File: src/logic/xbar_config.svh
//==========================================================================
// banked scratchpad crossbar sizes
// port count, bank geometry and the widths derived from them
//==========================================================================
`ifndef XBAR_CONFIG_SVH
`define XBAR_CONFIG_SVH

// request ports into the crossbar
`define XBAR_NUM_PORTS 4

// number of banks, power of two
`define XBAR_NUM_BANKS 4

// words held by each bank, power of two
`define XBAR_BANK_WORDS 16

// data word width in bits
`define XBAR_DATA_WIDTH 32

// derived widths, bank number sits in the top address bits
`define XBAR_BANK_BITS ($clog2(`XBAR_NUM_BANKS))
`define XBAR_OFFSET_BITS ($clog2(`XBAR_BANK_WORDS))
`define XBAR_ADDR_BITS (`XBAR_BANK_BITS + `XBAR_OFFSET_BITS)
`define XBAR_MASK_BITS (`XBAR_DATA_WIDTH / 8)

`endif

File: src/logic/xbar_pkg.sv
//==========================================================================
// banked crossbar types
// request, bank access and response words shared across the pipeline
//==========================================================================
`include "xbar_config.svh"

package xbar_pkg;

  // one port's request, address split into bank and word offset
  typedef struct packed {
    logic                           write;
    logic [`XBAR_BANK_BITS-1:0]     bank;
    logic [`XBAR_OFFSET_BITS-1:0]   offset;
    logic [`XBAR_DATA_WIDTH-1:0]    data;
    // 1 = write this byte
    logic [`XBAR_MASK_BITS-1:0]     mask;
  } xbar_port_req_t;

  // granted access presented to one bank
  typedef struct packed {
    logic                           valid;
    logic                           write;
    logic [`XBAR_OFFSET_BITS-1:0]   offset;
    logic [`XBAR_DATA_WIDTH-1:0]    data;
    logic [`XBAR_MASK_BITS-1:0]     mask;
    // one-hot, names the granted port
    logic [`XBAR_NUM_PORTS-1:0]     port;
  } xbar_bank_req_t;

  // read data returned to one port
  typedef struct packed {
    logic                           valid;
    logic [`XBAR_DATA_WIDTH-1:0]    data;
  } xbar_port_rsp_t;

endpackage

File: src/logic/xbar_bank_mem.sv
//==========================================================================
// single-port bank storage
// byte-masked writes, registered read data
//==========================================================================
`include "xbar_config.svh"

module xbar_bank_mem
  import xbar_pkg::*;
(
  input  logic                          clk_i,
  input  xbar_bank_req_t                bank_req_i,
  output logic [`XBAR_DATA_WIDTH-1:0]   rd_data_o
);

  logic [`XBAR_DATA_WIDTH-1:0] mem_q [`XBAR_BANK_WORDS];

  // write only the bytes flagged in the mask
  always_ff @(posedge clk_i)
  begin
    if (bank_req_i.valid && bank_req_i.write)
    begin
      for (int i = 0; i < `XBAR_MASK_BITS; i++)
      begin
        if (bank_req_i.mask[i])
        begin
          mem_q[bank_req_i.offset][i*8 +: 8] <= bank_req_i.data[i*8 +: 8];
        end
      end
    end
  end

  // read word appears the cycle after acceptance
  // output holds its last value on writes and idle cycles
  always_ff @(posedge clk_i)
  begin
    if (bank_req_i.valid && !bank_req_i.write)
    begin
      rd_data_o <= mem_q[bank_req_i.offset];
    end
  end

endmodule

File: config.mk
export PLATFORM = sky130hd
export DESIGN_NAME = xbar_bank_mem
export DESIGN_NICKNAME = d
export VERILOG_FILES = /design/src/logic/xbar_pkg.sv /design/src/logic/xbar_bank_mem.sv
export VERILOG_INCLUDE_DIRS = /design/src /design/src/logic
export SDC_FILE = /design/constraint.sdc
export NUM_CORES = 1
export LEC_CHECK = 0
export BUFFER_PORTS_ARGS = -buffer_cell sky130_fd_sc_hd__buf_4
export CAP_MARGIN = 20
export CORE_MARGIN = 5
export CORE_UTILIZATION = 45
export CTS_CLUSTER_DIAMETER = 100
export CTS_CLUSTER_SIZE = 10
export DETAILED_ROUTE_END_ITERATION = 10
export GPL_ROUTABILITY_DRIVEN = 1
export PLACE_DENSITY_LB_ADDON = 0.2
export SLEW_MARGIN = 25
export SYNTH_ARGS = -nofsm -noshare
export SYNTH_HDL_FRONTEND = slang
export SYNTH_SLANG_ARGS = --single-unit
File: constraint.sdc
create_clock -name clk_i -period 3.5 [get_ports clk_i]
set_clock_uncertainty 0.15 [all_clocks]
set_input_delay 0.7 -clock clk_i [delete_from_list [all_inputs] [get_ports clk_i]]
set_output_delay 0.7 -clock clk_i [all_outputs]
set_load 0.005 [all_outputs]
---- Word-level counts from Yosys, hierarchy flattened ----
Memories as Yosys holds them, arrays and structs flattened. A register that Yosys moved wholly into a read port is not among the register bits.
Index checks and enable logic that the tools add are counted.
operators by class
  muxes and demuxes ....................... 12
  reductions and logical operators ........ 3
operators by type and width
  kind               number
  2-to-1 mux 1 bit   12
  logical AND 1 bit  2
  zero test 1 bit    1
storage, ports and cells
  word-level logic and storage cells ...... 16
  memories ................................ 1
  memory bits (writable) .................. 512
  output and inout port bits .............. 32
  bits in registers ....................... 0
memories
  memory  words  width  read ports  clocked after Yosys merged registers in  wr ports  line                 RTL
  mem_q   16     32     1           1                                        1         xbar_bank_mem.sv:15  logic [`XBAR_DATA_WIDTH-1:0] mem_q [`XBAR_BANK_WORDS];

---- Depth between registers and ports, before layout ----
  word-level depth ........................ 3
  depth in mapped cells ................... 6

---- Worst setup path before layout ----
OpenSTA, ideal clock, no wires.
  path kind ............................... input-to-reg
  start point ............................. input bank_req_i[44] (netlist bit)
  end point ............................... register rd_data_o[0], read port of mem_q (enable)
  arrival ................................. 2152 ps
  required time ........................... 2925 ps
  setup time .............................. 425 ps
  slack ................................... 772 ps
  path buffers ............................ 0
  stages .................................. 1
  cell sequence ........................... nor2b_1
between the ends
  word-level cells in the longest chain between the ends .. 2
ends and longest elaborated chain
  item                line                 RTL
  start: declaration  xbar_bank_mem.sv:11  input xbar_bank_req_t bank_req_i,
  zero test 1 bit     xbar_bank_mem.sv:36  if (bank_req_i.valid && !bank_req_i.write)
  logical AND 1 bit   xbar_bank_mem.sv:36
  end: declaration    xbar_bank_mem.sv:12  output logic [`XBAR_DATA_WIDTH-1:0] rd_data_o
Every way passes these cells.

==> impl_results.md <==
* Netlist cell types at 14
* Total number of vias at 9451
* Setup-failing EPs final at 0
* EDFF count, synth at 544
* Vert. Die Dim at 223 um
* Fmax at 447 MHz
* N_diodes at 0
* Mux cell area share after synthesis at 0.141
* Vias per cell at 5.63
* Synth Area in Adders at 0
* Reg-to-reg slack, setup at 1.76 ns
* Worst-Margin Slew at 0.709 ns
* Crit-path max FO at 36
* Total negative slack at 0 ns
* Worst path cell trace: clkbuf_8 > buf_4 > mux4_2 > a22oi_1 > nand2_1
* PD cells at 550 mW/mm2
* Crit path max-delay cell type: mux4_2
* Die width at 223 um
* Synth area leader: edfxtp_1
* WP data arrival at 2.42 ns
* Post-CTS Hold Fix Bufs at 0
* Total grt overflow at 0
* Largest cells by area after synthesis: edfxtp_1 (80%), mux4_2 (14%), a22oi_1 (2.3%)
* Final Cycle Share at 0.639
* Final nets at 1127
* # port buffers at 74
* Max Slew Vio Count at 0
* Max_slew headroom at 0.526
* Min Tclk post-route at 2.24 ns
* Pre-antenna DRT Iters at 4
* Crit path kind: in2reg
* Final Hold Fails at 0
* Global-route wire length before repair at 62800 um
* Area delta synth->final at 16.3%
* Placer Congestion at 0.764
* Synth Flop Type: edfxtp_1
* Status: finished clean
* CTS root buffer: clkbuf_16
* Compound-Gate Fraction of Synth Area at 0.0235
* GRT Total Usage at 0.169
* Yosys warns at 0
* First DRT Iteration DRCs at 686
* Row count at 78
* Maximum root-to-sink buffer count at 3
* Initial Util at 0.453
* Final ANT Viol Nets at 0
* CTS buffer count at 60
* CTS resizes at 0
* Main combinational cell family by area after synthesis: multiplexers
* Crit path required time at 3.68 ns
* WL final at 42300 um
* CTS H-tree depth at 2
* DP Wirelength at 25300 um
* Clock sinks at 544
* CP endpoint kind: flip-flop
* Clk slew on worst S/H paths at 0.06 ns
* Largest net degree at the start of global routing at 44
* Post-synthesis simple-gate area fraction at 0.0244
* Post-synthesis sequential area ratio at 0.798
* Worst vdd ir at 0.376 mV
* Syn Area/Cell at 22.5 um2
* Top-count cell post-synth: edfxtp_1
* Initial antenna violation count at 0
* Synth top area share at 0.798
* Synth top cells by count: edfxtp_1 (544), mux4_2 (128), a22oi_1 (64)
* Core area at 0.0452 mm2
* Synth async-reset ratio at 0
* Vias in the first global route at 9800
* Seq cells post-synth at 544
* P_leak at 7.67 nW
* RSZ-0062 raised after global routing: false
* Mapped Cells at 911
* Synth Area in XOR/XNOR at 0
* Layout cell share with drive strength beyond 1 at 0.331
* Crit start category: input pin
* Drt drc at 0
* Skew-Pair Late Insertion Delay at 0.59 ns
* Postcts setup bufs at 0
* Final core occ at 0.526
* TritonCTS clock tree: yes
* Routed WL per cell at 25.2 um
* Cell area after synthesis at 0.0205 mm2
* Num ports at 79
* Area of the die at 0.0498 mm2
* Syn Nets at 958
* Max Cap Viol at 0
* Largest stage delay on the critical path at 0.54 ns
* Hold Crit Class: in2reg
## logic make-up (layout without fill, tap and decap cells)
family	Yosys count	after routing
DFF	544	544
muxes	128	128
AOI/OAI and AO/OA	64	64
and+or+nand+nor	124	124
buffers and inverters	51	220
## area by class of cell
type                            count  area [um2]
Sequential cell                   544       16300
Clock buffer                       61        1530
Tap cell                          600         751
Multi-Input combinational cell    316        3920
Fill cell                        3489       21400
Clock inverter                      1        8.76
Timing Repair Buffer              158        1250
## worst paths after layout
path                   endpoint           start  depth (start not counted)
hold reg to reg   rd_data_o[11]   mem_q[14][11]                          3
setup / recovery  rd_data_o[19]  bank_req_i[40]                          5
hold / removal     mem_q[12][9]  bank_req_i[17]                          1
setup reg to reg  rd_data_o[10]    mem_q[3][10]                          3
## placed cells by master (no fill, tap or decap)
cell type and n:
clkinv_4 1, nor2_4 1, buf_6 1, edfxtp_1 544, clkbuf_8 1, buf_12 4
clkbuf_16 61, nor2b_4 3, and2_2 1, mux4_2 128, nand2_1 45, nor4_2 4
nor2_1 61, nor2b_1 2, a22oi_1 64, nand3_1 7, buf_4 152
## state kept, by name, indices dropped and copies added, names as in the netlist
signal,count
mem_q,512
rd_data_o,32
## report_power, final
part	switching (W)	internal [W]	leakage (nW)
Sequential	0.0000122	0.00724	4.92
Combinational	0.000338	0.000249	2.00
Clock	0.00222	0.00303	0.756
## critical path, delay by kind of cell
kind	cells	cell delay (ns)
buf+inv	2	0.77
mux	1	0.54
compound gates	1	0.27
simple gates	1	0.09
## through the flow
step           power, W  worst slack, ns  cell area (um2)  instances  hold slack [ns]
2_1_floorplan   0.00771            0.772            20500        911            0.560
4_1_cts          0.0132             1.26            23800       1680            0.207
3_3_place_gp    0.00798            0.623            22300       1618            0.585
6_report         0.0131             1.26            23800       1680            0.249
3_5_place_dp    0.00799            0.612            22300       1618            0.586
5_1_grt          0.0135             1.13            23800       1680            0.240
## metal layers
layer,track usage,vias to the layer above,share of wire
met3,0.0330,61,0.053
li1,-,4122,-
met5,0,-,0
met2,0.269,239,0.49
met4,0.0468,0,0.019
met1,0.243,5029,0.44
Note: power is estimated with default switching activity, not from simulation.
