$ cat src/logic/xbar_config.svh
//==========================================================================
// banked scratchpad crossbar sizes
// port count, bank geometry and the widths derived from them
//==========================================================================
`ifndef XBAR_CONFIG_SVH
`define XBAR_CONFIG_SVH

// request ports into the crossbar
`define XBAR_NUM_PORTS 4

// number of banks, power of two
`define XBAR_NUM_BANKS 4

// words held by each bank, power of two
`define XBAR_BANK_WORDS 16

// data word width in bits
`define XBAR_DATA_WIDTH 32

// derived widths, bank number sits in the top address bits
`define XBAR_BANK_BITS ($clog2(`XBAR_NUM_BANKS))
`define XBAR_OFFSET_BITS ($clog2(`XBAR_BANK_WORDS))
`define XBAR_ADDR_BITS (`XBAR_BANK_BITS + `XBAR_OFFSET_BITS)
`define XBAR_MASK_BITS (`XBAR_DATA_WIDTH / 8)

`endif

$ cat src/logic/xbar_pkg.sv
//==========================================================================
// banked crossbar types
// request, bank access and response words shared across the pipeline
//==========================================================================
`include "xbar_config.svh"

package xbar_pkg;

  // one port's request, address split into bank and word offset
  typedef struct packed {
    logic                           write;
    logic [`XBAR_BANK_BITS-1:0]     bank;
    logic [`XBAR_OFFSET_BITS-1:0]   offset;
    logic [`XBAR_DATA_WIDTH-1:0]    data;
    // 1 = write this byte
    logic [`XBAR_MASK_BITS-1:0]     mask;
  } xbar_port_req_t;

  // granted access presented to one bank
  typedef struct packed {
    logic                           valid;
    logic                           write;
    logic [`XBAR_OFFSET_BITS-1:0]   offset;
    logic [`XBAR_DATA_WIDTH-1:0]    data;
    logic [`XBAR_MASK_BITS-1:0]     mask;
    // one-hot, names the granted port
    logic [`XBAR_NUM_PORTS-1:0]     port;
  } xbar_bank_req_t;

  // read data returned to one port
  typedef struct packed {
    logic                           valid;
    logic [`XBAR_DATA_WIDTH-1:0]    data;
  } xbar_port_rsp_t;

endpackage

$ cat src/logic/xbar_response_stage.sv
//==========================================================================
// crossbar response stage
// remembers who each bank served, returns read data to that port
//==========================================================================
`include "xbar_config.svh"

module xbar_response_stage
  import xbar_pkg::*;
(
  input  logic                                        clk_i,
  input  logic                                        rst_n_i,
  input  xbar_bank_req_t [`XBAR_NUM_BANKS-1:0]        bank_req_i,
  input  logic [`XBAR_NUM_BANKS-1:0][`XBAR_DATA_WIDTH-1:0] bank_rd_data_i,
  output xbar_port_rsp_t [`XBAR_NUM_PORTS-1:0]        rsp_o
);

  // granted port and read flag per bank, one cycle behind
  logic [`XBAR_NUM_BANKS-1:0][`XBAR_NUM_PORTS-1:0] port_q;
  logic [`XBAR_NUM_BANKS-1:0]                      rd_q;

  always_ff @(posedge clk_i or negedge rst_n_i)
  begin
    if (!rst_n_i)
    begin
      port_q <= '0;
      rd_q   <= '0;
    end
    else
    begin
      for (int b = 0; b < `XBAR_NUM_BANKS; b++)
      begin
        port_q[b] <= bank_req_i[b].port;
        rd_q[b]   <= bank_req_i[b].valid & ~bank_req_i[b].write;
      end
    end
  end

  // each port gets data from at most one bank per cycle
  always_comb
  begin
    rsp_o = '0;
    for (int b = 0; b < `XBAR_NUM_BANKS; b++)
    begin
      for (int p = 0; p < `XBAR_NUM_PORTS; p++)
      begin
        if (rd_q[b] && port_q[b][p])
        begin
          rsp_o[p].valid = 1'b1;
          rsp_o[p].data  = bank_rd_data_i[b];
        end
      end
    end
  end

endmodule

$ cat config.mk
export PLATFORM = sky130hd
export DESIGN_NAME = xbar_response_stage
export DESIGN_NICKNAME = d
export VERILOG_FILES = /design/src/logic/xbar_pkg.sv /design/src/logic/xbar_response_stage.sv
export VERILOG_INCLUDE_DIRS = /design/src /design/src/logic
export SDC_FILE = /design/constraint.sdc
export NUM_CORES = 1
export LEC_CHECK = 0
export BUFFER_PORTS_ARGS = -buffer_cell sky130_fd_sc_hd__buf_4
export CORE_AREA = 3 3 174 176
export CTS_BUF_LIST = sky130_fd_sc_hd__clkbuf_8 sky130_fd_sc_hd__clkbuf_16
export CTS_CLUSTER_SIZE = 12
export DETAILED_ROUTE_END_ITERATION = 7
export DIE_AREA = 0 0 177 179
export PLACE_DENSITY = 0.4
export SLEW_MARGIN = 20
export SYNTH_ARGS = -nofsm -noshare
export SYNTH_HDL_FRONTEND = slang
export SYNTH_SLANG_ARGS = --single-unit
$ cat constraint.sdc
create_clock -name clk_i -period 1.85 [get_ports clk_i]
set_input_delay 0.2775 -clock clk_i [delete_from_list [all_inputs] [get_ports clk_i]]
set_output_delay 0.2775 -clock clk_i [all_outputs]
set_load 0.01 [all_outputs]
=== After elaboration in Yosys (flattened, before gate mapping) ===
Index checks and enable logic that the tools add are counted.
W data, S select, Z words.

* Logic and storage cells: 45
* Output and inout port bits: 132
* Register bits: 20
* Input bits: 314

* Reductions and logical operators: 16
* Bitwise gates (word level): 8
* Multiplexer cells: 16

{| class="wikitable"
|+ Operators with widths
! operator !! number
|-
| $mux W33 || 16
|-
| $logic_and A1 B1 Y1 || 16
|-
| $and A1 B1 Y1 || 4
|-
| $not A1 Y1 || 4
|}

=== Logic depth before layout (Yosys ltp) ===
* Depth in word-level cells: 5
* Gate-level depth with buffers: 6
* Gate-level depth less buffers: 3

=== Worst setup path after synthesis ===
No wires, ideal clock.

* Path type: flip-flop to output port
* From: register rd_q[2]
* To: output port rsp_o[100] (netlist bit)
* Cell stages (with the launch flop): 5
* Slack: 0.379 ns
* Arrival time: 1.194 ns
* Cell sequence: dfrtp_1 -> buf_4 -> a22o_1 -> buf_2 -> o211ai_1

{| class="wikitable"
|+ RTL lines
! item !! RTL line !! source
|-
| start: declaration || xbar_response_stage.sv:19 || <nowiki>logic [`XBAR_NUM_BANKS-1:0] rd_q;</nowiki>
|-
| start signal: indexed assignment || xbar_response_stage.sv:33 || <nowiki>rd_q[b] <= bank_req_i[b].valid & ~bank_req_i[b].write;</nowiki>
|-
| end: declaration || xbar_response_stage.sv:14 || <nowiki>output xbar_port_rsp_t [`XBAR_NUM_PORTS-1:0] rsp_o</nowiki>
|}

==> results.cfg <==
[job]
drv.max_cap_violation_count = 0

[power]
worst_ir_drop_vdd_uv = 452
intPower_mw = 1.93
powerDensity_mw_per_mm2 = 349
clkPwrFrac = 0.127
sw_frac_of_total = 0.437
pwr-share-comb = 0.727
leakagePower_nw = 4.30
power.sequential.fraction = 0.146
power_switching_mw = 1.50

[global_route]
groute.usage.overall = 0.237
first_global_vias = 8403
pin_count_of_the_biggest_net_entering_global_routing = 49
grt.overflow.total = 0
wire_length_of_the_first_global_routing_pass_mm = 56.7
grt_antenna_before_repair = 1

[critical_path]
worstPathRequired_ps = 1570
worst-endpoint-arrival_ps = 1860
worstPathMaxFanout = 8
timing.critical_path.cells = a22o_4 > buf_6 > o211ai_1 > buf_4
endpoint_kind = output pin
cp_top_family = compound AO/OA/AOI/OAI gates
cp_slowest_cell = sky130_fd_sc_hd__dfrtp_4
critPathMaxStageDelay_ps = 540
worst-path-buf-inv = 2
startpoint_type = flop
worst_path_class_setup = flop to output pin

[hold_path]
hold-path-cell-count = 1
hold_class = input pin to flop
worst_hold_path.endpoint = port_q[11]
hold_crit_start = bank_req_i[95]

[clock_tree]
cts_buffers = 3
cts-root-to-sink-buffers = 2
cts.sink_count = 20
number_of_levels_in_the_clock_h_tree = 1
clock_tree_from_tritoncts = done
clk_pin_slew_ps = 60
cts.root.buffer_cell = sky130_fd_sc_hd__clkbuf_16

[finish]
flow.area_growth_from_synthesis_pct = 93.7
post_route_core_utilization = 0.341
final_cells = 1487
post_route_cells_drive_above_1_share = 0.462
layout_common_cells = sky130_fd_sc_hd__buf_4 (311), sky130_fd_sc_hd__nand2_1 (121), sky130_fd_sc_hd__and3_1 (110), sky130_fd_sc_hd__a31oi_1 (98)
final_design_area_no_fill_mm2 = 0.00982
final_common_cell = sky130_fd_sc_hd__buf_4
nNetsFinal = 1417

[timing]
final.setup.tns_ps = -19580
final_worst_path_period_share = 1.15
timing_hold_violations_final = 0
setup-violations-final = 132
relSlewSlack = 0.619
post-route-worst-setup-slack_ps = -284
max_freq_mhz = 469
finalHoldWorstSlack_ps = 135
rsz_0062_raised_after_global_routing = yes
finalMaxSlewViolations = 0
worst-slew-pin-transition_ps = 571
min_period_ps = 2130

[routing]
average_routed_wire_per_standard_cell_um = 27.4
firstDrtPassIters = 5
detail_route.wirelength_mm = 40.7
avgViaCountPerCell = 5.74
count_of_unresolved_drc_violations_after_routing = 0
vias = 8536
route.antenna.remaining_nets = 0
drtIter0Drc = 749

[placement]
gp_congestion = 0.839
io_buffer_count = 285
dpl.hpwl_mm = 27.0
dpl_cell_area_mm2 = 0.00823
placedCellCount = 1436

[synthesis]
ys_types = 26
syn_nets = 1120
synth-seq-area-share = 0.0987
post_synth.cell_area_avg_um2 = 6.29
synth_top_cell_area_share = 0.157
syn-instance-count = 806
ys_seq_elements = 20
synthesis.area_mm2 = 0.00507
post_synth_main_area_contributors = sky130_fd_sc_hd__a31oi_1 (16%), sky130_fd_sc_hd__and3_1 (15%), sky130_fd_sc_hd__o211ai_1 (14%)
ys_warn_count = 0
synth_top_area_cell = sky130_fd_sc_hd__a31oi_1

[die]
dieArea_mm2 = 0.0317
core.rowCount = 62
die_y_um = 179
boundaryPins = 446
start_util = 0.176
chipWidth_um = 177
core_area_mm2 = 0.0288

[outcome]
outcome = finished with violations
failed_checks = setup timing
[what timing repair did]
| action | CTS | global route |
|---|---|---|
| cloned | 13 | 4 |
| hold buffers | 1 | 0 |
| pin swaps | 66 | 54 |
| endpoints found under the setup margin | 132 | 132 |
| endpoints found under the hold margin | 20 | 0 |
| buffers inserted | 28 | 7 |
| gates resized for setup | 113 | 56 |
[per-stage QoR]
step	total power, mW	setup slack [ps]
final	3.43	-284
after global placement	2.58	-69.5
after floorplan	1.28	379
after CTS	3.33	-260
after detailed placement	2.59	-89.8
after global routing	3.59	-288
[state kept, by name, indices dropped and copies added (netlist names)]
name	flops
port_q	16
rd_q	4
[metal layers]
layer | GRT usage | share of wire
met3 | 0.0604 | 0.11
met1 | 0.330 | 0.43
met4 | 0.0432 | 0.019
met2 | 0.374 | 0.44
met5 | 0 | 0
[power groups by stage]
stage	clock network [mW]	registers (mW)	logic, mW
2_1_floorplan	0	0.479	0.804
3_5_place_dp	0	0.505	2.08
3_3_place_gp	0	0.505	2.08
6_report	0.436	0.502	2.50
4_1_cts	0.448	0.499	2.39
5_1_grt	0.468	0.505	2.62
[Yosys cell counts (all sizes together)]
cell and n:
o221a 1, nand3 1, clkbuf 42, o22ai 3, a21boi 3, o211ai 93, a21o 3, nor2b 5
and2 8, a22o 4, buf 76, nor2 3, a31oi 127, dfrtp 20, inv 31, o221ai 31
nand2 132, a311o 1, nand4 93, or3b 4, and3 125
[cell type report]
class	count	area (µm²)
Antenna cell	1	2.50
Clock buffer	3	75.1
Clock inverter	1	3.75
Fill cell	3064	19000
Inverter	31	116
Multi-Input combinational cell	639	4540
Sequential cell	20	517
Tap cell	384	480
Timing Repair Buffer	408	4090
[how the worst max path moves through the flow]
stage | start | endpoint | depth (start not counted)
after floorplan | rd_q[2] | rsp_o[100] | 4
after global placement | rd_q[3] | rsp_o[123] | 5
after detailed placement | rd_q[3] | rsp_o[45] | 4
after CTS | rd_q[2] | rsp_o[123] | 5
after global routing | rd_q[2] | rsp_o[92] | 4
final | rd_q[2] | rsp_o[92] | 4
[logic make-up (layout without fill, tap and decap cells)]
logic type | after synthesis | count (layout) | share of synthesized area
buffers and inverters | 149 | 443 | 0.135
flip-flops | 20 | 20 | 0.0987
AO/OA/AOI/OAI | 266 | 268 | 0.372
AND/OR/NAND/NOR | 371 | 371 | 0.395
other | 0 | 1 | 0
No activity file was read; power rests on OpenSTA's default activity.
